<file path="src/hw/issue_settings.svh">
`ifndef ISSUE_SETTINGS_SVH
`define ISSUE_SETTINGS_SVH

// entries per bank, even and odd alike
`define ISSUE_QUEUE_DEPTH 16
// bank index width
`define ISSUE_INDEX_W 4

// architectural register file
`define REG_COUNT 32
`define REG_ADDR_W 5

// datapath width
`define DATA_W 32

`endif
</file>
<file path="src/hw/reg_file.sv">
`timescale 1ns/1ps
`default_nettype none

`include "issue_settings.svh"

module reg_file (
    input  logic                   clk,
    input  logic                   rst_n,
    input  logic                   we,
    input  logic [`REG_ADDR_W-1:0] waddr,
    input  logic [`DATA_W-1:0]     wdata,
    input  logic [`REG_ADDR_W-1:0] raddr_1a,
    input  logic [`REG_ADDR_W-1:0] raddr_1b,
    input  logic [`REG_ADDR_W-1:0] raddr_0a,
    input  logic [`REG_ADDR_W-1:0] raddr_0b,
    output logic [`DATA_W-1:0]     rdata_1a,
    output logic [`DATA_W-1:0]     rdata_1b,
    output logic [`DATA_W-1:0]     rdata_0a,
    output logic [`DATA_W-1:0]     rdata_0b
);
    logic [`DATA_W-1:0] regs [`REG_COUNT];

    // $zero is hardwired
    function automatic logic [`DATA_W-1:0] read_reg(input logic [`REG_ADDR_W-1:0] addr);
        return (addr == '0) ? '0 : regs[addr];
    endfunction

    always_ff @(posedge clk or negedge rst_n) begin
        if (!rst_n) begin
            for (int i = 0; i < `REG_COUNT; i++)
                regs[i] <= '0;
        end else if (we && waddr != '0) begin
            regs[waddr] <= wdata;
        end
    end

    // asynchronous reads, two per slot
    assign rdata_1a = read_reg(raddr_1a);
    assign rdata_1b = read_reg(raddr_1b);
    assign rdata_0a = read_reg(raddr_0a);
    assign rdata_0b = read_reg(raddr_0b);

endmodule

`default_nettype wire

</file>
<file path="config.mk">
export PLATFORM = sky130hd
export DESIGN_NAME = reg_file
export DESIGN_NICKNAME = d
export VERILOG_FILES = /design/src/hw/reg_file.sv
export VERILOG_INCLUDE_DIRS = /design/src /design/src/hw
export SDC_FILE = /design/constraint.sdc
export NUM_CORES = 2
export LEC_CHECK = 0
export BUFFER_PORTS_ARGS = -buffer_cell sky130_fd_sc_hd__buf_2
export CORE_MARGIN = 2
export CORE_UTILIZATION = 45
export DETAILED_ROUTE_END_ITERATION = 8
export SLEW_MARGIN = 0
export SYNTH_ARGS = -nofsm -noshare
export SYNTH_HDL_FRONTEND = slang
export SYNTH_SLANG_ARGS = --single-unit
</file>
<file path="constraint.sdc">
create_clock -name clk -period 4.56 [get_ports clk]
set_input_delay 0.228 -clock clk [delete_from_list [all_inputs] [get_ports clk]]
set_output_delay 0.228 -clock clk [all_outputs]
set_load 0.03 [all_outputs]
</file>
==> summary.md <==
| Metric | Value |
|---|---|
| Run status | completed |
| Vias post-DR | around 55000 |
| Initial DRC Count | around 7900 |
| Worst Setup Path Type | input port to primary output |
| Clock Tree Root | clkbuf_16 |
| Fin. max-slew vios | 0 |
| Crit share post-route | 0.854 |
| I/O Pins | 188 |
| Post-synth top area share | 0.360 |
| Dpl ws | around 0.9 ns |
| Max Cap Viol | 0 |
| Adder-cell share of the synthesized area | 0 |
| Syn avg cell area | around 14 sq um |
| GRT Residual Overflow | 0 |
| PwrDens | approximately 410 mW/mm^2 |
| Worst clock skew | 0 ns |
| Seq cells post-synth | 1024 |
| Nets | 5045 |
| Final Hold Vio Count | 0 |
| P_int | about 22 mW |
| Synth Area in XOR/XNOR | 0 |
| Ys flop type | dfrtp_1 |
| Post-detail-place hpwl | between 150000 and 200000 microns |
| IO Port Bufs | 187 |
| Clock Tree Buf Depth | 3 |
| Maximum clock frequency | about 0.26 GHz |
| Fin crit period | 3.89 ns |
| Main combinational cell family by area after synthesis | multiplexers |
| Yosys warnings | 0 |
| Setup TNS | 0 ns |
| Static Leak | about 32 nW |
| Worst-path clk slew | around 0.06 ns |
| GRT Util Overall | 0.361 |
| P_sw | 10.5 mW |
| Clk Latency, worst-skew pair | approximately 0.74 ns |
| Largest register FFs | about 1000 |
| Vias in the first global route | 53600 |
| Cell with the most instances after synthesis | mux2_2 |
| RSZ-0062 raised after global routing | no |
| Max FO, Critical Path | 39 |
| CTS-repair resized insts | 0 |
| HP Class | input port to async pin |
| Setup crit end kind | primary output |
| Largest regs | regs: 1024 flops |
| H-tree depth | 3 |
| VDD IR max | 0.346 mV |
| Syn_nets | 5182 |
| PnR worst setup slack | approximately 0.67 ns |
| Antenna viol nets, final | 0 |
| Die area | 0.161 sq mm |
| Post-synth top cells | mux2_2, dfrtp_1, mux4_2 |
| Ratio of cells with drive above 1 in the final layout | 0.505 |
| Drt pass-1 iters | 6 |
| Avg WL per Cell | ~41 microns |
| Register share of total power | 0.404 |
| Pin count of the biggest net entering global routing | 159 |
| Leading area contributor after synthesis | dfrtp_1 |
| Slew margin rel. | 0.0877 |
| Area Growth Syn to Fin | 9.98% |
| Post CTS Setup Buffer Count | 0 |
| Net Sw Frac | 0.325 |
| CTS Buf Count | 117 |
| Simple-Gate Fraction of Synth Area | 0.0244 |
| Register area share after synthesis | 0.360 |
| Slew @ Worst Pin | 1.36 ns |
| Clock sink total | 1024 |
| Mux contribution to synthesized area | 0.494 |
| Gpl congestion | roughly 0.89 |
| Antenna violations before repair | 22 |
| Row Count | about 150 |
| Synthesized cell area | a little over 0.07 sq mm |
| First-pass GRT wire length | 417000 microns |
| Initial Util | 0.455 |
| Endpoints failing setup | 0 |
| Filler cells | 13300 |
| Compound-Gate Fraction of Synth Area | 0.0766 |
| Hold Slack | around 0.088 ns |
| Post-synth EDFFs | 0 |
| Power after layout | ~32 mW |
| Worst EP required | 4.33 ns |
| Worst Path Arrival | roughly 3.7 ns |
| Clock power frac | 0.320 |
| Biggest register | regs |
| Final wirelength | around 300000 microns |
| Asr flop ratio synth | 1.00 |
| DR DRC count | 0 |
| CTS tree | built |
| Core Area | roughly 0.16 sq mm |
| Vias/cell | approximately 7.7 |
| Synth cell types | 43 |
| Top post-synthesis cells by area | dfrtp_1, mux4_2, mux2_2 |
| CP startpoint kind | input port |
| Logic pwr share | 0.276 |
| DIE WIDTH | between 400 and 500 microns |
| Die height | 402 microns |
| Cells after Synth | 5122 |
timing repair:
action                                  in CTS  in global routing
hold buffers                                 1                  0
hold endpoints to repair                    60                  0
endpoints found under the setup margin       0                  0
stage by stage:
stage,cell area [sq um],utilization,instances
2_1_floorplan,71200,-,5122
6_report,78300,0.500,7160
3_5_place_dp,74100,0.473,6923
5_1_grt,78200,0.500,7145
4_1_cts,78200,0.500,7142
3_3_place_gp,74100,0.473,6923
placed cells by master (no fill, tap or decap), drive strengths merged, types with 17 or more instances in the layout:
cell / Yosys / layout
mux4: 800 / 800
o2111ai: 30 / 30
a21oi: 32 / 32
o21ai: 162 / 162
mux2i: 448 / 448
a311oi: 96 / 96
dfrtp: 1024 / 1024
a221oi: 98 / 98
clkbuf: 331 / 159
nand2: 139 / 139
mux2: 1120 / 1120
a211oi: 128 / 128
bufinv: 0 / 17
diode: 0 / 18
nand4: 33 / 33
buf: 316 / 390
nor2: 25 / 25
clkinv: 0 / 29
o221ai: 64 / 64
nor2b: 113 / 113
a22oi: 128 / 128
cell type report:
cell class	count	area, sq um	area share
multi-input cells	3447	42800	0.546
flip-flops and latches	1024	25600	0.327
clock buffers	159	3370	0.0430
repair buffers	391	3100	0.0395
well taps	2058	2570	0.0329
clock inverters	59	800	0.0102
diodes	18	45.0	0.000575
inverters	4	22.5	0.000288
cells by family after synthesis:
group / Yosys count
flops: 1024
compound gates: 738
buf+inv: 651
simple gates: 341
mux: 2368
final timing paths:
path,start,end,slack (ns),cells after the start
setup / recovery,raddr_0a[0],rdata_0a[4],0.67,7
hold / removal,rst_n,regs[1016],0.09,2
setup reg to reg,regs[710],regs[710],3.71,1
hold reg to reg,regs[1010],regs[1010],0.44,0
max in group asynchronous,rst_n,regs[610],3.01,3
min in group clk,wdata[11],regs[427],0.09,2
routing by layer:
metal  wire length [microns]  part of all wire  global-route usage  vias to the layer above
met5                     115           0.00039                   0                        -
met4                   20700             0.070               0.227                       18
met3                   35900              0.12               0.109                     1067
met2                  130000              0.44               0.528                     4310
met1                  109000              0.37               0.471                    28900
li1                        -                 -                   -                    20500
power groups by stage:
stage                     Clock [mW]  Combinational, mW  Sequential, mW
final                           10.4               8.95            13.1
after global placement             0               8.68            12.9
after global routing            10.8               9.35            13.3
after CTS                       10.4               8.84            12.9
after detailed placement           0               8.80            13.1
after floorplan                    0               6.68            12.3
critical path: stages:
cell      delay [ns]
buf_6           0.58
inv_4           0.54
nor2_2          0.31
buf_4           0.29
a22oi_1         0.10
a311oi_1        1.12
buf_2           0.38
(Power assumes the default switching activity.)
