$ cat src/hw/issue_settings.svh
`ifndef ISSUE_SETTINGS_SVH
`define ISSUE_SETTINGS_SVH

// entries per bank, even and odd alike
`define ISSUE_QUEUE_DEPTH 16
// bank index width
`define ISSUE_INDEX_W 4

// architectural register file
`define REG_COUNT 32
`define REG_ADDR_W 5

// datapath width
`define DATA_W 32

`endif
$ cat src/hw/instr_pkg.sv
`default_nettype none

`include "issue_settings.svh"

package instr_pkg;

    // operation kind from decode
    typedef enum logic [4:0] {
        OP_ALU, OP_MULT, OP_MULTU, OP_DIV, OP_DIVU,
        OP_MFHI, OP_MFLO, OP_MTHI, OP_MTLO,
        OP_MFC0, OP_MTC0, OP_BRANCH, OP_JUMP,
        OP_LOAD, OP_STORE, OP_SYSCALL, OP_ERET
    } opcode_e;

    // cp0 side effect of the instruction
    typedef enum logic [1:0] {
        CP0_NONE, CP0_EXCEPTION, CP0_ERET
    } cp0_kind_e;

    // one issue queue entry
    typedef struct packed {
        logic                     valid;
        logic [31:0]              pc;
        logic [31:0]              raw_instr;
        opcode_e                  op;
        logic [`REG_ADDR_W-1:0]   ra1;
        logic [`REG_ADDR_W-1:0]   ra2;
        logic [`REG_ADDR_W-1:0]   rdst;
        logic [`DATA_W-1:0]       imm;
        logic                     regwrite;
        logic                     branch;
        logic                     jump;
        logic                     hiwrite;
        logic                     lowrite;
        logic                     hitoreg;
        logic                     lotoreg;
        logic                     cp0write;
        logic                     cp0toreg;
        cp0_kind_e                cp0_kind;
        logic [4:0]               cp0_addr;
    } decoded_instr_t;

endpackage

`default_nettype wire

$ cat src/hw/issue_queue.sv
`timescale 1ns/1ps
`default_nettype none

`include "issue_settings.svh"

module issue_queue (
    input  logic                      clk,
    input  logic                      rst_n,
    input  logic                      flush,
    input  logic                      stall,
    input  logic                      stall_decode,
    input  instr_pkg::decoded_instr_t dec_instr_1,
    input  instr_pkg::decoded_instr_t dec_instr_0,
    input  logic                      issue_old,
    input  logic                      issue_young,
    output instr_pkg::decoded_instr_t cand_old,
    output instr_pkg::decoded_instr_t cand_young,
    output logic                      overflow
);
    localparam int DEPTH = `ISSUE_QUEUE_DEPTH;

    typedef logic [`ISSUE_INDEX_W-1:0] index_t;

    instr_pkg::decoded_instr_t even_bank [DEPTH];
    instr_pkg::decoded_instr_t odd_bank  [DEPTH];

    index_t head_even, head_odd;
    index_t tail_even, tail_odd;

    logic odd_first, tails_equal;
    logic even_empty, odd_empty;
    logic wr_even, wr_odd;
    instr_pkg::decoded_instr_t wdata_even, wdata_odd;
    logic advance, pop_even, pop_odd;

    // pointers walk downward and wrap 0 -> top
    function automatic index_t step(input index_t idx);
        return (idx == '0) ? index_t'(DEPTH - 1) : idx - 1'b1;
    endfunction

    // equal heads mean the odd bank holds the oldest entry
    assign odd_first   = head_odd == head_even;
    assign tails_equal = tail_odd == tail_even;
    assign even_empty  = head_even == tail_even;
    assign odd_empty   = head_odd == tail_odd;

    // one more write in a bank would collide with its head
    assign overflow = (step(tail_odd) == head_odd) || (step(tail_even) == head_even);

    // candidates, zero when the bank is empty
    always_comb begin
        cand_old   = '0;
        cand_young = '0;
        if (odd_first && !odd_empty) begin
            cand_old = odd_bank[head_odd];
        end else if (!odd_first && !even_empty) begin
            cand_old = even_bank[head_even];
        end
        if (odd_first && !even_empty) begin
            cand_young = even_bank[head_even];
        end else if (!odd_first && !odd_empty) begin
            cand_young = odd_bank[head_odd];
        end
    end

    // bank steering, older goes odd when tails line up
    always_comb begin
        if (tails_equal) begin
            wr_odd     = dec_instr_1.valid;
            wdata_odd  = dec_instr_1;
            wr_even    = dec_instr_0.valid;
            wdata_even = dec_instr_0;
        end else begin
            wr_even    = dec_instr_1.valid;
            wdata_even = dec_instr_1;
            wr_odd     = dec_instr_0.valid;
            wdata_odd  = dec_instr_0;
        end
    end

    // storage
    always_ff @(posedge clk) begin
        if (!stall && !flush) begin
            if (wr_odd)
                odd_bank[tail_odd] <= wdata_odd;
            if (wr_even)
                even_bank[tail_even] <= wdata_even;
        end
    end

    // tails
    always_ff @(posedge clk or negedge rst_n) begin
        if (!rst_n) begin
            tail_even <= '0;
            tail_odd  <= '0;
        end else if (flush) begin
            tail_even <= '0;
            tail_odd  <= '0;
        end else if (!stall) begin
            if (wr_odd)
                tail_odd <= step(tail_odd);
            if (wr_even)
                tail_even <= step(tail_even);
        end
    end

    // drain also allowed on overflow while decode is held off
    assign advance  = !stall || (overflow && !stall_decode);
    assign pop_odd  = odd_first ? issue_old : issue_young;
    assign pop_even = odd_first ? issue_young : issue_old;

    // heads
    always_ff @(posedge clk or negedge rst_n) begin
        if (!rst_n) begin
            head_even <= '0;
            head_odd  <= '0;
        end else if (flush) begin
            head_even <= '0;
            head_odd  <= '0;
        end else if (advance) begin
            if (pop_odd)
                head_odd <= step(head_odd);
            if (pop_even)
                head_even <= step(head_even);
        end
    end

endmodule

`default_nettype wire

$ cat config.mk
export PLATFORM = sky130hd
export DESIGN_NAME = issue_queue
export DESIGN_NICKNAME = d
export VERILOG_FILES = /design/src/hw/instr_pkg.sv /design/src/hw/issue_queue.sv
export VERILOG_INCLUDE_DIRS = /design/src /design/src/hw
export SDC_FILE = /design/constraint.sdc
export NUM_CORES = 2
export LEC_CHECK = 0
export ABC_AREA = 1
export BUFFER_PORTS_ARGS = -buffer_cell sky130_fd_sc_hd__buf_2
export CAP_MARGIN = 20
export CELL_PAD_IN_SITES_DETAIL_PLACEMENT = 1
export CELL_PAD_IN_SITES_GLOBAL_PLACEMENT = 1
export CORE_MARGIN = 2
export CORE_UTILIZATION = 40
export DETAILED_ROUTE_END_ITERATION = 7
export PLACE_DENSITY_LB_ADDON = 0.1
export SETUP_SLACK_MARGIN = 0.5
export SLEW_MARGIN = 10
export SYNTH_ARGS = -nofsm -noshare
export SYNTH_HDL_FRONTEND = slang
export SYNTH_MEMORY_MAX_BITS = 65536
export SYNTH_SLANG_ARGS = --single-unit
$ cat constraint.sdc
create_clock -name clk -period 10.6 [get_ports clk]
set_input_delay 1.06 -clock clk [delete_from_list [all_inputs] [get_ports clk]]
set_output_delay 1.06 -clock clk [all_outputs]
set_load 0.02 [all_outputs]
==> results.json <==
{
  "place_congestion": 0.970,
  "run_status": "finished, final reports clean",
  "synthArstFlopShare": 0.00375,
  "die_width_um": 661,
  "drc_errors": 0,
  "cts_resized": 0,
  "initial_core_util": 0.401,
  "start_kind": "register",
  "placed_area_mm2": 0.182,
  "ios": 540,
  "grt_pass1_vias": 121000,
  "synth_top_area_share": 0.741,
  "coreArea_mm2": 0.430,
  "nets": 14700,
  "via_per_inst": 5.84,
  "area_growth_pct": 14.4,
  "grt_pass1_wl_um": 925000,
  "crit_path_end_kind": "primary output",
  "postCtsSetupRepairBufs": 0,
  "firstDrtPassIters": 7,
  "grt_max_degree": 254,
  "maxCapViolCount": 0,
  "die-area_mm2": 0.436,
  "hold_violations": 0,
  "antenna_found_initial": 99,
  "fin_util": 0.459,
  "crit_required_ns": 9.54,
  "wirelength_um": 666000,
  "critPathMaxFanout": 203,
  "synth_top_cell_by_area": "edfxtp_1",
  "syn-num-nets": 14200,
  "vias": 120000,
  "irDropWorstVdd_mv": 0.376,
  "synth-warning-count": 0,
  "rsz0062_at_grt": "false",
  "setup_viol": 0,
  "fp-row-count": 241,
  "period_share": 0.658,
  "synthFlopType": "edfxtp_1",
  "cts.sinks": 4272,
  "drive_above_1_share": 0.114,
  "fin_cells": 20600,
  "ys_ff_latch": 4272,
  "clock_skew_ns": 0.0590,
  "antenna_left": 0,
  "fin_setup_tns_ns": 0,
  "p_leak_nw": 67.3,
  "worstHoldPathType": "in2reg",
  "synth_area_leaders": "edfxtp_1 (74%), o21ai_0 (5.3%), nand2_1 (5.1%)",
  "worst_skew_pair.late_latency_ns": 1.04,
  "grt-ovfl-total": 0,
  "cts.clk_slew.worst_paths_ns": 0.07,
  "drt_iter0_markers": 13100,
  "io_buffers": 539,
  "worst_pin_slew_ns": 1.28,
  "dp_cells": 19600,
  "fmax_ghz": 0.143,
  "path_class": "reg2out",
  "final_cell_area_mm2": 0.197,
  "drv_slew": 0,
  "cts_root_buf": "clkbuf_16",
  "die_y_um": 661,
  "clock_path_buffers": 4,
  "numCtsBuffers": 457,
  "syn_area_per_cell_um2": 12.4,
  "yosysUniqueCellTypes": 37,
  "ys_seq_area_frac": 0.743,
  "cts-htree-levels": 5,
  "synth_cells": 13900,
  "max-slew-margin-rel": 0.144,
  "syn_area_mm2": 0.172,
  "grt_usage": 0.298,
  "power.density_mw_per_mm2": 373,
  "worstPathArrival_ns": 5.91,
  "cts_tree": "yes",
  "finalCriticalPeriod_ns": 6.97,
  "hpwl_um": 389000,
  "wl_per_cell_um": 32.3,
  "synth_edf_count": 4256
}
## stage by stage
stage | power, W | setup slack [ns] | hold slack [ns]
after global routing | 0.0762 | 3.23 | 0.463
after CTS | 0.0732 | 3.49 | 0.451
after global placement | 0.0566 | 4.64 | 0.719
after floorplan | 0.0420 | -1.11 | 0.664
after detailed placement | 0.0577 | 4.61 | 0.728
final | 0.0736 | 3.63 | 0.491
## final timing paths
path                                 start               end  slack [ns]  depth (start not counted)
setup / recovery              head_even[0]    cand_young[89]        3.63                          9
hold / removal             dec_instr_0[86]  even_bank[0][86]        0.49                          3
setup reg to reg              tail_even[1]  odd_bank[14][28]        5.13                         12
hold reg to reg                tail_odd[3]       tail_odd[3]        0.74                          2
max in group asynchronous            rst_n       head_odd[3]        9.64                          2
min in group asynchronous            rst_n      head_even[3]        0.60                          2
## cell usage after synthesis, types with 2 or more instances
master,count
a21oi_1,153
a31oi_1,49
buf_1,73
buf_2,240
buf_4,30
buf_6,12
clkbuf_1,610
dfrtp_1,16
edfxtp_1,4256
ha_1,12
inv_1,354
inv_2,7
nand2_1,2352
nand3_1,475
nor2_1,2268
nor2_4,4
nor3_1,3
nor4_4,2
o2111ai_1,166
o211ai_1,321
o21ai_0,1834
o21ai_1,96
o221ai_1,151
o22ai_1,426
xnor2_1,5
xor2_1,11
## critical path, stage by stage, from the launching register on
cell and delay (ns):
dfrtp_4 0.98, buf_12 0.47, buf_4 0.91, o21ai_0 0.23
o21ai_1 0.17, nor2_1 0.05, o21ai_1 0.90, nand2_1 0.13
nand2_1 0.19, buf_2 0.21
## power breakdown
| part | switching [W] | internal (W) | total [W] |
|---|---|---|---|
| combinational | 0.0260 | 0.00696 | 0.0330 |
| clock | 0.00684 | 0.00876 | 0.0156 |
| sequential | 0.000411 | 0.0246 | 0.0250 |
## cell usage in the layout (no fill, tap or decap), drive strengths merged, types with 220 or more instances in the layout
| master | instances |
|---|---|
| o22ai | 426 |
| clkinv | 220 |
| buf | 996 |
| inv | 369 |
| nand3 | 475 |
| nor2 | 2272 |
| edfxtp | 4256 |
| nand2 | 2354 |
| clkbuf | 576 |
| o21ai | 1930 |
| o211ai | 321 |
## final cells by class
cell class                      instances  area [µm²]
Antenna cell                           62         155
Clock buffer                          572       11900
Clock inverter                        267        2510
Fill cell                           44300      233000
Inverter                              362        1420
Multi-Input combinational cell       8338       39200
Sequential cell                      4272      128000
Tap cell                             5710        7140
Timing Repair Buffer                 1001        6770
## registers in the layout, summed over array words and instances (netlist names)
name	flops
tail_odd	4
even_bank	2128
odd_bank	2128
tail_even	4
head_even	4
head_odd	4
## routing by layer
layer  GRT usage  routed length (µm)  vias up
met5     0.00266                 180        -
met4       0.109               26600       28
met3      0.0498               45400     1046
met2       0.475              309000     4329
met1       0.412              285000    63400
li1            -                   -    51500
## what timing repair did
item                                   in CTS  in global routing
hold buffers                                1                  0
setup endpoints to repair                   0                  0
endpoints found under the hold margin      16                  0
## cells by family after synthesis
logic type / after synthesis / synth area share
simple gates: 5110 / 0.115
flops: 4272 / 0.743
compound gates: 3199 / 0.108
buf+inv: 1327 / 0.0318
xor+xnor: 17 / 0.000907
fa+ha+maj: 12 / 0.000870
Power figures use the tool's default switching activity.
