`src/hw/issue_settings.svh`:
```
`ifndef ISSUE_SETTINGS_SVH
`define ISSUE_SETTINGS_SVH

// entries per bank, even and odd alike
`define ISSUE_QUEUE_DEPTH 16
// bank index width
`define ISSUE_INDEX_W 4

// architectural register file
`define REG_COUNT 32
`define REG_ADDR_W 5

// datapath width
`define DATA_W 32

`endif
```
`src/hw/instr_pkg.sv`:
```
`default_nettype none

`include "issue_settings.svh"

package instr_pkg;

    // operation kind from decode
    typedef enum logic [4:0] {
        OP_ALU, OP_MULT, OP_MULTU, OP_DIV, OP_DIVU,
        OP_MFHI, OP_MFLO, OP_MTHI, OP_MTLO,
        OP_MFC0, OP_MTC0, OP_BRANCH, OP_JUMP,
        OP_LOAD, OP_STORE, OP_SYSCALL, OP_ERET
    } opcode_e;

    // cp0 side effect of the instruction
    typedef enum logic [1:0] {
        CP0_NONE, CP0_EXCEPTION, CP0_ERET
    } cp0_kind_e;

    // one issue queue entry
    typedef struct packed {
        logic                     valid;
        logic [31:0]              pc;
        logic [31:0]              raw_instr;
        opcode_e                  op;
        logic [`REG_ADDR_W-1:0]   ra1;
        logic [`REG_ADDR_W-1:0]   ra2;
        logic [`REG_ADDR_W-1:0]   rdst;
        logic [`DATA_W-1:0]       imm;
        logic                     regwrite;
        logic                     branch;
        logic                     jump;
        logic                     hiwrite;
        logic                     lowrite;
        logic                     hitoreg;
        logic                     lotoreg;
        logic                     cp0write;
        logic                     cp0toreg;
        cp0_kind_e                cp0_kind;
        logic [4:0]               cp0_addr;
    } decoded_instr_t;

endpackage

`default_nettype wire

```
`src/hw/issue_pkg.sv`:
```
`default_nettype none

`include "issue_settings.svh"

package issue_pkg;

    // decoded fields minus sources, plus operand values
    typedef struct packed {
        logic                     valid;
        logic [31:0]              pc;
        logic [31:0]              raw_instr;
        instr_pkg::opcode_e       op;
        logic [`REG_ADDR_W-1:0]   rdst;
        logic [`DATA_W-1:0]       imm;
        logic                     regwrite;
        logic                     branch;
        logic                     jump;
        logic                     hiwrite;
        logic                     lowrite;
        logic                     hitoreg;
        logic                     lotoreg;
        logic                     cp0write;
        logic                     cp0toreg;
        instr_pkg::cp0_kind_e     cp0_kind;
        logic [4:0]               cp0_addr;
        logic [`DATA_W-1:0]       rd1;
        logic [`DATA_W-1:0]       rd2;
        // younger slot sits in a delay slot
        logic                     is_slot;
    } issued_instr_t;

    // shares the single hi/lo multiply unit
    function automatic logic is_muldiv(input instr_pkg::opcode_e op);
        return op == instr_pkg::OP_MULT || op == instr_pkg::OP_MULTU ||
               op == instr_pkg::OP_DIV  || op == instr_pkg::OP_DIVU;
    endfunction

    // branch or jump, owns a delay slot
    function automatic logic is_control(input instr_pkg::decoded_instr_t instr);
        return instr.branch || instr.jump;
    endfunction

endpackage

`default_nettype wire

```
`src/hw/pair_check.sv`:
```
`timescale 1ns/1ps
`default_nettype none

module pair_check (
    input  instr_pkg::decoded_instr_t cand_old,
    input  instr_pkg::decoded_instr_t cand_young,
    input  logic                      ready_old_a,
    input  logic                      ready_old_b,
    input  logic                      ready_young_a,
    input  logic                      ready_young_b,
    output logic                      issue_old,
    output logic                      issue_young,
    output logic                      slot_mark
);
    logic old_ctl;
    logic old_ready, young_ready;
    logic raw_hazard;
    logic muldiv_clash;
    logic cp0_clash;
    logic hilo_clash;
    logic old_traps;
    logic blocked;

    assign old_ctl = issue_pkg::is_control(cand_old);

    // both sources available
    assign old_ready   = cand_old.valid && ready_old_a && ready_old_b;
    assign young_ready = cand_young.valid && ready_young_a && ready_young_b;

    // a branch or jump waits for its delay slot
    assign issue_old = old_ready && (!old_ctl || young_ready);

    // read after write inside the pair
    // delay slot is exempt, it reads the pre-branch value
    assign raw_hazard = cand_old.regwrite && !old_ctl &&
                        (cand_old.rdst == cand_young.ra1 ||
                         cand_old.rdst == cand_young.ra2);

    // single multiply/divide unit
    assign muldiv_clash = issue_pkg::is_muldiv(cand_old.op) &&
                          issue_pkg::is_muldiv(cand_young.op);

    // cp0 address may match, so keep cp0 accesses apart
    // read before write is the one safe order
    assign cp0_clash = (cand_old.cp0write && cand_young.cp0write) ||
                       (cand_old.cp0write && cand_young.cp0toreg) ||
                       (cand_old.cp0toreg && cand_young.cp0toreg);

    // hi/lo written then read
    assign hilo_clash = (cand_old.lowrite && cand_young.lotoreg) ||
                        (cand_old.hiwrite && cand_young.hitoreg);

    // younger must not run past a trap or eret
    assign old_traps = cand_old.cp0_kind == instr_pkg::CP0_EXCEPTION ||
                       cand_old.cp0_kind == instr_pkg::CP0_ERET;

    assign blocked = raw_hazard || muldiv_clash || cp0_clash || hilo_clash ||
                     old_traps || issue_pkg::is_control(cand_young);

    assign issue_young = young_ready && issue_old && !blocked;

    // older control issued, younger rides in its delay slot
    assign slot_mark = issue_old && old_ctl;

endmodule

`default_nettype wire

```
`config.mk`:
```
export PLATFORM = sky130hd
export DESIGN_NAME = pair_check
export DESIGN_NICKNAME = d
export VERILOG_FILES = /design/src/hw/instr_pkg.sv /design/src/hw/issue_pkg.sv /design/src/hw/pair_check.sv
export VERILOG_INCLUDE_DIRS = /design/src /design/src/hw
export SDC_FILE = /design/constraint.sdc
export NUM_CORES = 1
export LEC_CHECK = 0
export BUFFER_PORTS_ARGS = -buffer_cell sky130_fd_sc_hd__buf_2
export CAP_MARGIN = 20
export CORE_AREA = 2 2 107 109
export DETAILED_ROUTE_END_ITERATION = 7
export DIE_AREA = 0 0 109 111
export SKIP_LAST_GASP = 1
export SLEW_MARGIN = 20
export SYNTH_ARGS = -nofsm -noshare
export SYNTH_HDL_FRONTEND = slang
export SYNTH_SLANG_ARGS = --single-unit
```
`constraint.sdc`:
```
create_clock -name vclk -period 1.1
set_clock_uncertainty 0.2 [all_clocks]
set_input_delay 0.055 -clock vclk [all_inputs]
set_output_delay 0.055 -clock vclk [all_outputs]
set_load 0.02 [all_outputs]
```
==> results_dict.tcl, run 1 <==
set metrics [dict create \
    drt_iter0_markers 9 \
    finalCritPeriodShare_pct 119 \
    place_ws_ns -0.242 \
    finalSetupViolations 1 \
    grt_max_degree 4 \
    slew_violations 0 \
    path_max_fanout 1 \
    fin_nets 359 \
    hpwlAfterDp_um 1520 \
    grt_pass1_wl_um 2230 \
    end_kind "primary output" \
    via_count 472 \
    drt_wl_total_um 1610 \
    ys_seq_area_share_pct 0 \
    drcViolationCount 0 \
    die_x_um 109 \
    holdCritStartpoint "ready_young_a" \
    seq_cell_count 0 \
    yosysWarnings 0 \
    max_slew_margin_pct 78.4 \
    antenna_found_initial 0 \
    syn_area_per_cell_um2 7.21 \
    viasPerCell 2.05 \
    start_kind "input pin" \
    ir_worst_vdd_uv 104 \
    gr-total-overflow 0 \
    powerDensity_nw_per_um2 264 \
    seq_area_um2 0 \
    grtUsageMet3_pct 0.0588 \
    ios 273 \
    dr.pass1.iters 2 \
    grt_pass1_vias 442 \
    syn_to_final_growth_pct 201 \
    required_ns 0.84 \
    whs_ns 0.294 \
    fmax_ghz 0.765 \
    placed_area_um2 698 \
    wl_per_cell_um 6.99 \
    gp_congestion 0.665 \
    rsz0062_at_grt "yes" \
    multiInputGateArea_um2 272 \
    dieArea_um2 12100 \
    final_core_util_pct 6.66 \
    num_rows 39 \
    start_util_pct 2.21 \
    outcome "finished, violations left" \
    cp.arrival_ns 1.05 \
    use_met2_pct 3.89 \
    hp-class "in -> out" \
    worstHoldPathCells 4 \
    cp-startpoint "cand_old[7]" \
    worst_slew_pin_slew_ns 0.322 \
    synth_cell_type_count 14 \
    top_usage_layer "met1" \
    dieHeight_um 111 \
    finalInstanceArea_um2 738 \
    core_um2 11100 \
    num-fill-cells 1316 \
    postRouteAntennaNets 0 \
    netlist_instances 34 \
    power_leakage_nw 0.290 \
    max_cap_viol_count 0 \
    violations "setup timing" \
    hold_violations 0 \
    antenna_cells 0 \
    drive_gt1_share_pct 67.8 \
    worst_hold_path.endpoint "slot_mark" \
    port_buffers 49 \
    min_period_ns 1.31 \
    holdBufCountCts 0 \
    grtUsageMet1_pct 3.91 \
    nClkBuffers 0 \
    synth_nets 304 \
    crit_type "in -> out" \
    setup_ws_ns -0.208 \
    grt.total_usage_pct 2.46 \
    syn_area_um2 245 \
]
how the worst max path moves through the flow:
stage	cells after the start	end
after floorplan	4	issue_young
after global placement	6	issue_young
after detailed placement	7	issue_young
after CTS	6	issue_young
after global routing	6	issue_young
final	6	issue_young
cells in the mapped netlist, drive strengths merged:
master / number / area share, %
a31oi: 1 / 2.6
nor3: 1 / 2.0
nand3: 3 / 6.1
a22o: 1 / 7.1
nand4: 2 / 5.1
o2111ai: 1 / 3.6
a311oi: 1 / 3.6
nor4: 2 / 5.1
nor2: 7 / 12
a211o: 1 / 3.6
xor2: 4 / 14
xnor2: 9 / 32
o21a: 1 / 3.1
metrics by stage:
| stage | TNS, ns | power (W) | std cells |
|---|---|---|---|
| 2_1_floorplan | -0.0546 | 0.0000659 | 34 |
| 3_3_place_gp | -0.223 | 0.000186 | 229 |
| 3_5_place_dp | -0.242 | 0.000185 | 229 |
| 4_1_cts | -0.215 | 0.000188 | 229 |
| 5_1_grt | -0.299 | 0.000214 | 230 |
| 6_report | -0.208 | 0.000195 | 230 |
layout make-up:
type / count / area share [%]
multi-input combinational: 34 / 36.8
tap: 143 / 24.2
timing repair buffer: 53 / 39.0
placed cells by master (no fill, tap or decap):
cell type   n
o21a_1      1
nor2_2      1
nor2_1      5
nor4_1      1
nand3_1     3
a31oi_1     1
buf_2      47
nor4_2      1
xor2_1      4
nor3_1      1
a311oi_2    1
xnor2_1     9
nand4_1     2
buf_6       2
a22o_4      1
a211o_1     1
buf_4       4
o2111ai_2   1
nor2_4      1
power breakdown:
| part | switching [W] | leakage (nW) | internal (W) |
|---|---|---|---|
| logic | 0.0000816 | 0.290 | 0.000113 |
| clock network | 0 | 0 | 0 |
| registers | 0 | 0 | 0 |
critical path, cell delays in order:
cell and delay [ns]:
buf_2 0.10, a211o_1 0.28, nor2_1 0.12, o2111ai_2 0.12, a311oi_2 0.20, buf_4 0.18
what timing repair did:
action	4_1_cts	5_1_grt
setup buffers	0	1
pin swaps	1	2
endpoints found under the setup margin	1	2
resized for setup	2	6
routing by layer:
metal / up-vias / wire (µm)
met1: 195 / 805
met3: 0 / 160
met5: - / 0
met2: 43 / 642
met4: 0 / 0
li1: 234 / -
kinds of logic (layout without fill, tap and decap cells):
family	Yosys count	in the layout	share of synthesized area, %
AO/OA/AOI/OAI	6	6	23.5
buffers and inverters	0	53	0
XOR/XNOR	13	13	46.4
AND/OR/NAND/NOR	15	15	30.1
Note: power is estimated with default switching activity, not from simulation.
==> run 2: changes to the inputs <==
RECOVER_POWER = 50   (was unset)
SKIP_LAST_GASP = unset   (was 1)
==> run 2 against run 1 <==
Effect of this change: the run still ends with setup timing left; combinational power grew 2%; die area unchanged; cell count unchanged; clock-buffer cell count unchanged; critical endpoint unchanged; largest power group unchanged.
==> results_dict.tcl, run 2 (synthesis results as in run 1) <==
set metrics [dict create \
    gp_congestion 0.665 \
    required_ns 0.84 \
    dieArea_um2 12100 \
    hpwlAfterDp_um 1520 \
    die_x_um 109 \
    port_buffers 49 \
    outcome "finished, violations left" \
    num_rows 39 \
    ir_worst_vdd_uv 104 \
    ios 273 \
    hold_violations 0 \
    core_um2 11100 \
    holdBufCountCts 0 \
    finalSetupViolations 1 \
    min_period_ns 1.28 \
    finalInstanceArea_um2 747 \
    power_leakage_nw 0.291 \
    seq_cell_count 0 \
    worst_slew_pin_slew_ns 0.322 \
    max_stage_delay_ns 0.25 \
    slew_violations 0 \
    holdCritStartpoint "ready_young_a" \
    drive_gt1_share_pct 69.0 \
    start_kind "input pin" \
    antenna_found_initial 0 \
    syn_to_final_growth_pct 205 \
    cp_top_family "compound AO/OA/AOI/OAI gates" \
    postRouteAntennaNets 0 \
    placed_area_um2 698 \
    max_slew_margin_pct 78.4 \
    fin_nets 359 \
    grt.total_usage_pct 2.46 \
    finalCritPeriodShare_pct 116 \
    drt_iter0_markers 14 \
    drcViolationCount 0 \
    worstHoldPathCells 4 \
    gr-total-overflow 0 \
    crit_type "in -> out" \
    cp.arrival_ns 1.02 \
    dieHeight_um 111 \
    path_max_fanout 1 \
    fmax_ghz 0.783 \
    grt_pass1_wl_um 2230 \
    final_cells 230 \
    grt_pass1_vias 442 \
    place_inst 229 \
    hp-class "in -> out" \
    nClkBuffers 0 \
    num-fill-cells 1313 \
    final_cell_mix "buf_2 (45), xnor2_1 (9), nor2_1 (4), xor2_1 (4), buf_4 (4)" \
    multiInputGateArea_um2 274 \
    viasPerCell 2.05 \
    max_cap_viol_count 0 \
    setup_ws_ns -0.177 \
    dr.pass1.iters 2 \
    start_util_pct 2.21 \
    wl_per_cell_um 7.00 \
    rsz0062_at_grt "yes" \
    crit_buf_inv 2 \
    via_count 472 \
    antenna_cells 0 \
    grt_max_degree 4 \
    worst_hold_path.endpoint "slot_mark" \
    worstPathCellList "buf_2, a22o_4, nor2_2, o2111ai_2, a311oi_2, buf_4" \
    violations "setup timing" \
    powerDensity_nw_per_um2 266 \
    final_common_cell "buf_2" \
    drt_wl_total_um 1610 \
    seq_area_um2 0 \
    slowest_stage "a22o_4" \
    end_kind "primary output" \
]
[run 2: cell types whose count changed in the layout (fill, tap and decap cells not counted)]
cell | previous run | this run
clkbuf_2 | 0 | 1
nor2_1 | 5 | 4
buf_2 | 47 | 45
nor2_2 | 1 | 2
buf_6 | 2 | 3
[run 2: routing by layer]
metal  share of wire, %  GRT usage [%]  vias to the layer above
met3                9.9         0.0588                        0
met1                 50           3.91                      195
met4                  0              0                        0
met2                 40           3.89                       43
met5                  0              0                        -
li1                   -              -                      234
[run 2: area by class of cell]
class                           instances  share of cell area, %
Tap cell                              143                   24.0
Timing Repair Buffer                   53                   39.4
Multi-Input combinational cell         34                   36.7
[run 2: how the worst max path moves through the flow]
| stage | startpoint | end | slack (ns) | depth (start not counted) |
|---|---|---|---|---|
| floorplan | cand_old[7] | issue_young | -0.05 | 4 |
| global placement | cand_old[7] | issue_young | -0.22 | 6 |
| detailed placement | cand_old[13] | issue_young | -0.24 | 7 |
| CTS | cand_old[7] | issue_young | -0.21 | 6 |
| global route | cand_old[11] | issue_young | -0.25 | 6 |
| finish | cand_old[11] | issue_young | -0.18 | 6 |
[run 2: per-stage QoR]
step / TNS (ns) / util [%] / hold slack (ns) / total power (W) / setup WS [ns]
2_1_floorplan: -0.0546 / - / 0.0775 / 0.0000659 / -0.0546
3_3_place_gp: -0.223 / 6.30 / 0.305 / 0.000186 / -0.223
3_5_place_dp: -0.242 / 6.30 / 0.296 / 0.000185 / -0.242
4_1_cts: -0.215 / 6.38 / 0.299 / 0.000188 / -0.215
5_1_grt: -0.253 / 6.74 / 0.332 / 0.000218 / -0.253
6_report: -0.177 / 6.74 / 0.293 / 0.000199 / -0.177
[run 2: power by group]
group	switching, W	leakage [nW]	internal (W)	total, W
clock	0	0	0	0
sequential	0	0	0	0
combinational	0.0000830	0.291	0.000116	0.000199
total	0.0000830	0.291	0.000116	0.000199
[run 2: repair_timing]
action / in CTS / in global routing
gates resized for setup: 2 / 8
setup buffers: 0 / 1
setup endpoints to repair: 1 / 2
pin swaps: 1 / 2
