--- src/hw/issue_settings.svh ---
`ifndef ISSUE_SETTINGS_SVH
`define ISSUE_SETTINGS_SVH

// entries per bank, even and odd alike
`define ISSUE_QUEUE_DEPTH 16
// bank index width
`define ISSUE_INDEX_W 4

// architectural register file
`define REG_COUNT 32
`define REG_ADDR_W 5

// datapath width
`define DATA_W 32

`endif
--- src/hw/instr_pkg.sv ---
`default_nettype none

`include "issue_settings.svh"

package instr_pkg;

    // operation kind from decode
    typedef enum logic [4:0] {
        OP_ALU, OP_MULT, OP_MULTU, OP_DIV, OP_DIVU,
        OP_MFHI, OP_MFLO, OP_MTHI, OP_MTLO,
        OP_MFC0, OP_MTC0, OP_BRANCH, OP_JUMP,
        OP_LOAD, OP_STORE, OP_SYSCALL, OP_ERET
    } opcode_e;

    // cp0 side effect of the instruction
    typedef enum logic [1:0] {
        CP0_NONE, CP0_EXCEPTION, CP0_ERET
    } cp0_kind_e;

    // one issue queue entry
    typedef struct packed {
        logic                     valid;
        logic [31:0]              pc;
        logic [31:0]              raw_instr;
        opcode_e                  op;
        logic [`REG_ADDR_W-1:0]   ra1;
        logic [`REG_ADDR_W-1:0]   ra2;
        logic [`REG_ADDR_W-1:0]   rdst;
        logic [`DATA_W-1:0]       imm;
        logic                     regwrite;
        logic                     branch;
        logic                     jump;
        logic                     hiwrite;
        logic                     lowrite;
        logic                     hitoreg;
        logic                     lotoreg;
        logic                     cp0write;
        logic                     cp0toreg;
        cp0_kind_e                cp0_kind;
        logic [4:0]               cp0_addr;
    } decoded_instr_t;

endpackage

`default_nettype wire

--- src/hw/issue_pkg.sv ---
`default_nettype none

`include "issue_settings.svh"

package issue_pkg;

    // decoded fields minus sources, plus operand values
    typedef struct packed {
        logic                     valid;
        logic [31:0]              pc;
        logic [31:0]              raw_instr;
        instr_pkg::opcode_e       op;
        logic [`REG_ADDR_W-1:0]   rdst;
        logic [`DATA_W-1:0]       imm;
        logic                     regwrite;
        logic                     branch;
        logic                     jump;
        logic                     hiwrite;
        logic                     lowrite;
        logic                     hitoreg;
        logic                     lotoreg;
        logic                     cp0write;
        logic                     cp0toreg;
        instr_pkg::cp0_kind_e     cp0_kind;
        logic [4:0]               cp0_addr;
        logic [`DATA_W-1:0]       rd1;
        logic [`DATA_W-1:0]       rd2;
        // younger slot sits in a delay slot
        logic                     is_slot;
    } issued_instr_t;

    // shares the single hi/lo multiply unit
    function automatic logic is_muldiv(input instr_pkg::opcode_e op);
        return op == instr_pkg::OP_MULT || op == instr_pkg::OP_MULTU ||
               op == instr_pkg::OP_DIV  || op == instr_pkg::OP_DIVU;
    endfunction

    // branch or jump, owns a delay slot
    function automatic logic is_control(input instr_pkg::decoded_instr_t instr);
        return instr.branch || instr.jump;
    endfunction

endpackage

`default_nettype wire

--- src/hw/operand_select.sv ---
`timescale 1ns/1ps
`default_nettype none

`include "issue_settings.svh"

module operand_select (
    input  instr_pkg::decoded_instr_t cand_old,
    input  instr_pkg::decoded_instr_t cand_young,
    input  logic                      issue_old,
    input  logic                      issue_young,
    input  logic                      slot_mark,
    input  logic [`DATA_W-1:0]        rf_data_1a,
    input  logic [`DATA_W-1:0]        rf_data_1b,
    input  logic [`DATA_W-1:0]        rf_data_0a,
    input  logic [`DATA_W-1:0]        rf_data_0b,
    input  logic                      bypass_1a,
    input  logic                      bypass_1b,
    input  logic                      bypass_0a,
    input  logic                      bypass_0b,
    input  logic [`DATA_W-1:0]        bypass_data_1a,
    input  logic [`DATA_W-1:0]        bypass_data_1b,
    input  logic [`DATA_W-1:0]        bypass_data_0a,
    input  logic [`DATA_W-1:0]        bypass_data_0b,
    output issue_pkg::issued_instr_t  iss_instr_1,
    output issue_pkg::issued_instr_t  iss_instr_0
);
    logic [`DATA_W-1:0] opnd_1a, opnd_1b, opnd_0a, opnd_0b;

    // copy decoded fields, attach operand values
    function automatic issue_pkg::issued_instr_t build_issued(
        input instr_pkg::decoded_instr_t cand,
        input logic [`DATA_W-1:0]        data_a,
        input logic [`DATA_W-1:0]        data_b
    );
        issue_pkg::issued_instr_t rec;
        rec           = '0;
        rec.valid     = cand.valid;
        rec.pc        = cand.pc;
        rec.raw_instr = cand.raw_instr;
        rec.op        = cand.op;
        rec.rdst      = cand.rdst;
        rec.imm       = cand.imm;
        rec.regwrite  = cand.regwrite;
        rec.branch    = cand.branch;
        rec.jump      = cand.jump;
        rec.hiwrite   = cand.hiwrite;
        rec.lowrite   = cand.lowrite;
        rec.hitoreg   = cand.hitoreg;
        rec.lotoreg   = cand.lotoreg;
        rec.cp0write  = cand.cp0write;
        rec.cp0toreg  = cand.cp0toreg;
        rec.cp0_kind  = cand.cp0_kind;
        rec.cp0_addr  = cand.cp0_addr;
        rec.rd1       = data_a;
        rec.rd2       = data_b;
        return rec;
    endfunction

    // bypass wins over the register file, per source
    assign opnd_1a = bypass_1a ? bypass_data_1a : rf_data_1a;
    assign opnd_1b = bypass_1b ? bypass_data_1b : rf_data_1b;
    assign opnd_0a = bypass_0a ? bypass_data_0a : rf_data_0a;
    assign opnd_0b = bypass_0b ? bypass_data_0b : rf_data_0b;

    always_comb begin
        iss_instr_1 = '0;
        iss_instr_0 = '0;
        if (issue_old)
            iss_instr_1 = build_issued(cand_old, opnd_1a, opnd_1b);
        if (issue_young) begin
            iss_instr_0         = build_issued(cand_young, opnd_0a, opnd_0b);
            iss_instr_0.is_slot = slot_mark;
        end
    end

endmodule

`default_nettype wire

--- config.mk ---
export PLATFORM = sky130hd
export DESIGN_NAME = operand_select
export DESIGN_NICKNAME = d
export VERILOG_FILES = /design/src/hw/instr_pkg.sv /design/src/hw/issue_pkg.sv /design/src/hw/operand_select.sv
export VERILOG_INCLUDE_DIRS = /design/src /design/src/hw
export SDC_FILE = /design/constraint.sdc
export NUM_CORES = 1
export LEC_CHECK = 0
export ABC_AREA = 1
export BUFFER_PORTS_ARGS = -buffer_cell sky130_fd_sc_hd__buf_2
export CORE_AREA = 4 4 353 355
export DETAILED_ROUTE_END_ITERATION = 10
export DIE_AREA = 0 0 357 359
export PLACE_DENSITY = 0.31
export SYNTH_ARGS = -nofsm -noshare
export SYNTH_HDL_FRONTEND = slang
export SYNTH_SLANG_ARGS = --single-unit
--- constraint.sdc ---
create_clock -name vclk -period 1.2
set_input_delay 0.18 -clock vclk [all_inputs]
set_output_delay 0.18 -clock vclk [all_outputs]
set_load 0.005 [all_outputs]
==> impl_metrics.ini, run 1 <==
[outcome]
status = finished, final reports clean

[layout]
layoutNonFillerInstCount = 3733
fin_area_um2 = 11800
seqCellArea_um2 = 0
flops_and_latches = 0
area.growth.synth_to_final_pct = 152
nFillCells = 14700
nets = 2619
nClkBuffers = 0
drive_above_1_share_pct = 46.0

[synth]
syn-num-nets = 1735
synth_warnings = 0
syn_avg_cell_area_um2 = 3.90
synth_cell_types = 7
syn_inst = 1206
seq_area_frac_synth_pct = 0
netlist_area_um2 = 4700

[route]
num_vias = 10200
drt_iter0_markers = 492
finalWirelength_um = 70200
via_per_inst = 2.72
dr.max_layer_used = met5
drtPass1Iterations = 5
wire_per_inst_um = 18.8
wl_met2_um = 31500
met1_length_um = 27500
drc_errors = 0
dr_wl_met3_um = 9610
ant_nets = 0

[grt]
grt_max_degree = 50
grt_pass1_vias = 9572
antenna_found_initial = 115
grt_pass1_wl_um = 85500
gr-total-overflow = 0
grt_use_total_pct = 9.84

[sta]
min_period_ns = 1.17
layout_setup_ws_ns = 0.0297
setup_violations = 0
grt_setup_unrepaired = yes
clock.fmax_mhz = 855
final-hold-violation-count = 0
slew_viol_final = 0
hold_ws_ns = 0.607
min_period_over_period_pct = 97.5

[worst_hold_path]
min_path_type = input pin to primary output
hold_depth = 4
whs_endpoint = iss_instr_1[124]
min_from = cand_old[69]

[die]
fp.dieW_um = 357
dieArea_um2 = 128000
die-height_um = 359
io_pins = 905
core_region_area_um2 = 121000
num_rows = 128
start_util_pct = 3.87

[placed_design]
placed_cells = 3699
dp_slack_ns = -0.226
post_dp_cell_area_um2 = 11300
portBuffers = 884
hpwl_um = 64000
place_congestion = 0.856

[power_and_ir_drop]
leakage_nw = 8.72
peakVddDrop_uv = 158
powerDensity_nw_per_um2 = 311

[worst_setup_path]
crit_family = buffers and inverters
worstPathRequired_ns = 1.02
start_kind = input pin
crit_fanout = 10
cp_common_cell = buf_12
endpoint_kind = primary output
crit_slowest_cell = buf_12
path_buf_inv = 4
crit_type = input pin to primary output
crit_arrival_ns = 0.99
cpPeakStageDelay_ns = 0.16
crit_chain = buf_12 > buf_12 > buf_6 > nand2_1 > nor2_1 > buf_2

[clock_tree]
ctsHoldBuffers = 0

[flow_run]
maxCapViolations = 0
## worst max path at each step
stage / from / end / slack, ns / cells past startpoint
floorplan: issue_old / iss_instr_1[156] / 0.31 / 5
global placement: issue_young / iss_instr_0[62] / -0.22 / 5
detailed placement: issue_young / iss_instr_0[62] / -0.23 / 5
CTS: issue_old / iss_instr_1[20] / 0.0005 / 6
global route: issue_old / iss_instr_1[113] / -0.02 / 7
finish: issue_old / iss_instr_1[55] / 0.03 / 6
## power breakdown
part | internal, mW | switching [mW]
sequential | 0 | 0
combinational | 1.75 | 1.93
clock | 0.00000226 | 0
total | 1.75 | 1.93
## cell families (layout without fill, tap and decap cells)
family / after synthesis / count (layout) / share of synthesized area, %
and+or+nand+nor: 759 / 759 / 60.6
other: 1 / 21 / 0.0798
buffers and inverters: 446 / 1328 / 39.3
## synth_stat cells, drive strengths merged
| cell | count | share of area, % |
|---|---|---|
| inv | 375 | 30 |
| nor2 | 256 | 20 |
| conb | 1 | 0.080 |
| buf | 71 | 9.3 |
| nand2 | 503 | 40 |
## stage by stage
step | total power [mW] | TNS, ns | util (%)
after CTS | 3.60 | 0 | 9.39
after global routing | 4.11 | -0.0263 | 9.72
after floorplan | 1.27 | 0 | -
after detailed placement | 3.55 | -0.813 | 9.33
after global placement | 3.57 | -0.858 | 9.33
final | 3.68 | 0 | 9.76
## layout by cell type (no fill, tap or decap)
cell / n
buf_16: 5
nor2_2: 4
buf_4: 37
buf_2: 876
buf_6: 8
nor2_1: 251
buf_12: 12
bufbuf_16: 1
nor2_4: 1
conb_1: 1
inv_1: 375
clkbuf_16: 12
clkbuf_4: 2
nand2_1: 501
diode_2: 20
nand2_2: 2
## metal layers
metal / GRT usage [%] / vias to the layer above
met3: 4.81 / 126
met5: 0 / -
li1: - / 4979
met1: 11.6 / 4330
met2: 16.6 / 679
met4: 1.04 / 38
## area by class of cell
| type | instances | area, um^2 | share of cell area (%) |
|---|---|---|---|
| Antenna cell | 20 | 50.0 | 0.423 |
| Inverter | 375 | 1410 | 11.9 |
| Multi-Input combinational cell | 760 | 2880 | 24.3 |
| Tap cell | 1625 | 2030 | 17.2 |
| Timing Repair Buffer | 953 | 5480 | 46.2 |
## timing repair
item                       CTS  global route
cloned                       1            12
pin swaps                    0             3
gates resized for setup      8            26
setup endpoints to repair   14            50
buffers inserted             0             1
Power figures use the tool's default switching activity.
==> run 2, diff against run 1 <==
--- a/config.mk
+++ b/config.mk
@@ -11,6 +11,7 @@
 export CORE_AREA = 4 4 353 355
 export DETAILED_ROUTE_END_ITERATION = 10
 export DIE_AREA = 0 0 357 359
+export MAX_ROUTING_LAYER = met4
 export PLACE_DENSITY = 0.31
 export SYNTH_ARGS = -nofsm -noshare
 export SYNTH_HDL_FRONTEND = slang
==> constraint.sdc (replaced) <==
create_clock -name vclk -period 1.2
set_input_delay 0.06 -clock vclk [all_inputs]
set_output_delay 0.06 -clock vclk [all_outputs]
set_load 0.005 [all_outputs]
==> run 2 against run 1 <==
Combinational power down 7.3%. Global-route usage is 0.30 points higher. Routed wire length shrank 3.1%. Utilization down 0.42 points. Total power shrank 7.2%. Sequential share of layout area unchanged. Largest power group unchanged. Critical endpoint is now iss_instr_0[54]. Non-clock buffer count shrank 24.
==> impl_metrics.ini, run 2 (same netlist as run 1, synthesis figures left out) <==
[layout]
fin_area_um2 = 11300
post-route-util_pct = 9.34
area.growth.synth_to_final_pct = 141
layoutNonFillerInstCount = 3731
nets = 2595
seqCellArea_um2 = 0
flops_and_latches = 0
drive_above_1_share_pct = 45.1
final_common_cell = buf_2
multi_input_area_um2 = 2860
nClkBuffers = 0
nFillCells = 14700
final_cell_mix = 882 x buf_2, 503 x nand2_1, 375 x inv_1, 255 x nor2_1, 32 x buf_4

[route]
num_vias = 9889
finalWirelength_um = 68100
drt_iter0_markers = 354
ant_nets = 0
drc_errors = 0
drtPass1Iterations = 5
via_per_inst = 2.65
wire_per_inst_um = 18.2

[placed_design]
place_congestion = 0.883
hpwl_um = 64100
portBuffers = 884
dp_slack_ns = -0.0635
post_dp_cell_area_um2 = 11200
placed_cells = 3689

[worst_hold_path]
min_path_type = input pin to primary output

[worst_setup_path]
endpoint_kind = primary output
cp_common_cell = buf_12
path_buf_inv = 4
crit_chain = buf_6 > buf_12 > buf_12 > nand2_1 > nor2_1 > buf_2
crit_family = buffers and inverters
crit_type = input pin to primary output
crit_fanout = 39
start_kind = input pin
crit_slowest_cell = buf_12
crit_arrival_ns = 1.04
cpPeakStageDelay_ns = 0.21
worstPathRequired_ns = 1.14

[die]
io_pins = 905
fp.dieW_um = 357
die-height_um = 359
start_util_pct = 3.87
num_rows = 128
core_region_area_um2 = 121000
dieArea_um2 = 128000

[sta]
min_period_ns = 1.10
min_period_over_period_pct = 91.4
final-hold-violation-count = 0
layout_setup_ws_ns = 0.103
setup_violations = 0
setup_tns_ns = 0
hold_ws_ns = 0.366
slew_viol_final = 0
clock.fmax_mhz = 912
grt_setup_unrepaired = no

[grt]
gr-total-overflow = 0
grt_use_met2_pct = 16.8
antenna_found_initial = 115
grt_use_met3_pct = 5.55
grt_pass1_vias = 9517
grt_max_degree = 63
met1_usage_pct = 11.3
grt.busiest_layer = met2
grt_use_total_pct = 10.1
grt_pass1_wl_um = 85100

[power_and_ir_drop]
powerDensity_nw_per_um2 = 301
power_mw = 3.41
peakVddDrop_uv = 131
leakage_nw = 8.45

[flow_run]
maxCapViolations = 0

[clock_tree]
ctsHoldBuffers = 0
post_cts_buffers = 0
post_cts_resized = 1

[outcome]
status = finished, final reports clean
run 2: changes by cell type in the layout (fill, tap and decap cells not counted), sizes merged:
cell / previous run / this run
clkbuf: 14 / 0
diode: 20 / 42
bufbuf: 1 / 0
buf: 938 / 929
run 2: layout make-up:
cell class | instances | area share (%)
repair buffers | 929 | 43.5
multi-input cells | 760 | 25.2
well taps | 1625 | 17.9
inverters | 375 | 12.4
diodes | 42 | 0.927
run 2: per-layer routing:
metal,vias up,wire [um]
met5,-,0
met1,4213,28100
met4,0,777
met2,636,31100
met3,80,8110
li1,4960,-
run 2: final timing paths:
path | startpoint | to | slack, ns | depth (start not counted)
max | issue_young | iss_instr_0[54] | 0.10 | 6
min | cand_old[63] | iss_instr_1[118] | 0.37 | 4
run 2: power by group:
group          internal [mW]  switching (mW)
Combinational           1.58            1.83
Sequential                 0               0
Clock             0.00000479               0
Total                   1.58            1.83
==> run 3, diff against run 2 <==
--- a/config.mk
+++ b/config.mk
@@ -12,7 +12,7 @@
 export DETAILED_ROUTE_END_ITERATION = 10
 export DIE_AREA = 0 0 357 359
 export MAX_ROUTING_LAYER = met4
-export PLACE_DENSITY = 0.31
+export PLACE_DENSITY = 0.34
 export SYNTH_ARGS = -nofsm -noshare
 export SYNTH_HDL_FRONTEND = slang
 export SYNTH_SLANG_ARGS = --single-unit
==> run 3 against run 2 <==
Cell count increased by 0.27%. Total power up 2.3%. Combinational power rose by 2%. Count of clock-buffer cells in the layout unchanged. Utilization about the same. Global-route usage grew 1.1 points. Largest cell class unchanged. Worst setup slack improved by 0.031 ns. Die area unchanged. Sequential share of layout area did not move. Critical path type unchanged. Non-clock buffer count fell by 12. Fmax grew 2.9%.
==> impl_metrics.ini, run 3 (same netlist as run 1, synthesis figures left out) <==
[power_and_ir_drop]
powerDensity_nw_per_um2 = 308
p_sw_share_pct = 55.1
power.internal_mw = 1.57
leakage_nw = 8.41
pwr-share-seq_pct = 0
p_switching_mw = 1.92
p_clk_share_pct = 0
pwr-share-comb_pct = 100.0
peakVddDrop_uv = 138

[layout]
nClkBuffers = 0
flops_and_latches = 0
final_cell_mix = 881 x buf_2, 503 x nand2_1, 375 x inv_1, 256 x nor2_1, 17 x buf_4
final_common_cell = buf_2
area.growth.synth_to_final_pct = 141
post-route-util_pct = 9.34
drive_above_1_share_pct = 44.7
nets = 2583
seqCellArea_um2 = 0

[worst_setup_path]
crit_fanout = 34
crit_arrival_ns = 1.01
crit_slowest_cell = clkbuf_4
crit_type = input pin to primary output
endpoint_kind = primary output
crit_chain = buf_2 > buf_12 > nor2_1 > nor2_1 > clkbuf_4
start_kind = input pin
setup.worst_path.start = bypass_0a
cpPeakStageDelay_ns = 0.26
crit_family = buffers and inverters
worstPathRequired_ns = 1.14
cp_common_cell = nor2_1
path_buf_inv = 3

[grt]
gr-total-overflow = 0
antenna_found_initial = 150
grt_pass1_vias = 9438
grt_pass1_wl_um = 93100
grt_use_total_pct = 11.3
grt_max_degree = 69

[sta]
final-hold-violation-count = 0
min_period_over_period_pct = 88.8
clock.fmax_mhz = 938
setup_tns_ns = 0
setup_violations = 0
layout_setup_ws_ns = 0.134
grt_setup_unrepaired = no
min_period_ns = 1.07
slew_viol_final = 0
hold_ws_ns = 0.366

[placed_design]
hpwl_um = 71000
place_congestion = 0.937
portBuffers = 884
dp_slack_ns = 0.0526

[die]
num_rows = 128
io_pins = 905
start_util_pct = 3.87
fp.dieW_um = 357
core_region_area_um2 = 121000
dieArea_um2 = 128000
die-height_um = 359

[clock_tree]
post_cts_resized = 0
post_cts_buffers = 0
ctsHoldBuffers = 0

[worst_hold_path]
min_path_type = input pin to primary output
min_from = cand_young[105]

[route]
wire_per_inst_um = 20.1
num_vias = 10100
drc_errors = 0
drtPass1Iterations = 5
finalWirelength_um = 75300
ant_nets = 0
via_per_inst = 2.70
drt_iter0_markers = 522

[outcome]
status = finished, final reports clean

[flow_run]
maxCapViolations = 0
[run 3: layout make-up]
type                       count  area [um^2]
timing repair buffer         917         4890
fill                       14800       110000
tap                         1625         2030
multi-input combinational    760         2850
antenna                       64          160
inverter                     375         1410
[run 3: routing by layer]
layer  part of all wire, %  global-route usage, %
met5                     0                      -
met4                  0.96                 0.0239
met3                    15                   6.83
met2                    45                   18.4
met1                    39                   12.5
[run 3: power groups by stage]
| stage | combinational (mW) | sequential, mW | clock [mW] |
|---|---|---|---|
| final | 3.49 | 0 | 0.00000720 |
| after global routing | 3.92 | 0 | 0.00000662 |
| after CTS | 3.61 | 0 | 0 |
| after detailed placement | 3.59 | 0 | 0 |
| after global placement | 3.60 | 0 | 0 |
| after floorplan | 1.27 | 0 | 0 |
[run 3: tightest hold or removal path, cell delays in order]
cell and delay [ns]:
buf_2 0.07, nand2_1 0.04, inv_1 0.04, buf_2 0.10
[run 3: final timing paths]
kind	endpoint	slack (ns)	cells after the start
setup / recovery	iss_instr_0[64]	0.13	5
hold / removal	iss_instr_0[160]	0.37	4
[run 3: metrics by stage]
| step | power (mW) | cell area [um^2] | std cells |
|---|---|---|---|
| 2_1_floorplan | 1.27 | 4700 | 1206 |
| 5_1_grt | 3.92 | 11300 | 3736 |
| 4_1_cts | 3.61 | 11200 | 3677 |
| 3_5_place_dp | 3.59 | 11200 | 3677 |
| 6_report | 3.49 | 11300 | 3741 |
| 3_3_place_gp | 3.60 | 11200 | 3677 |
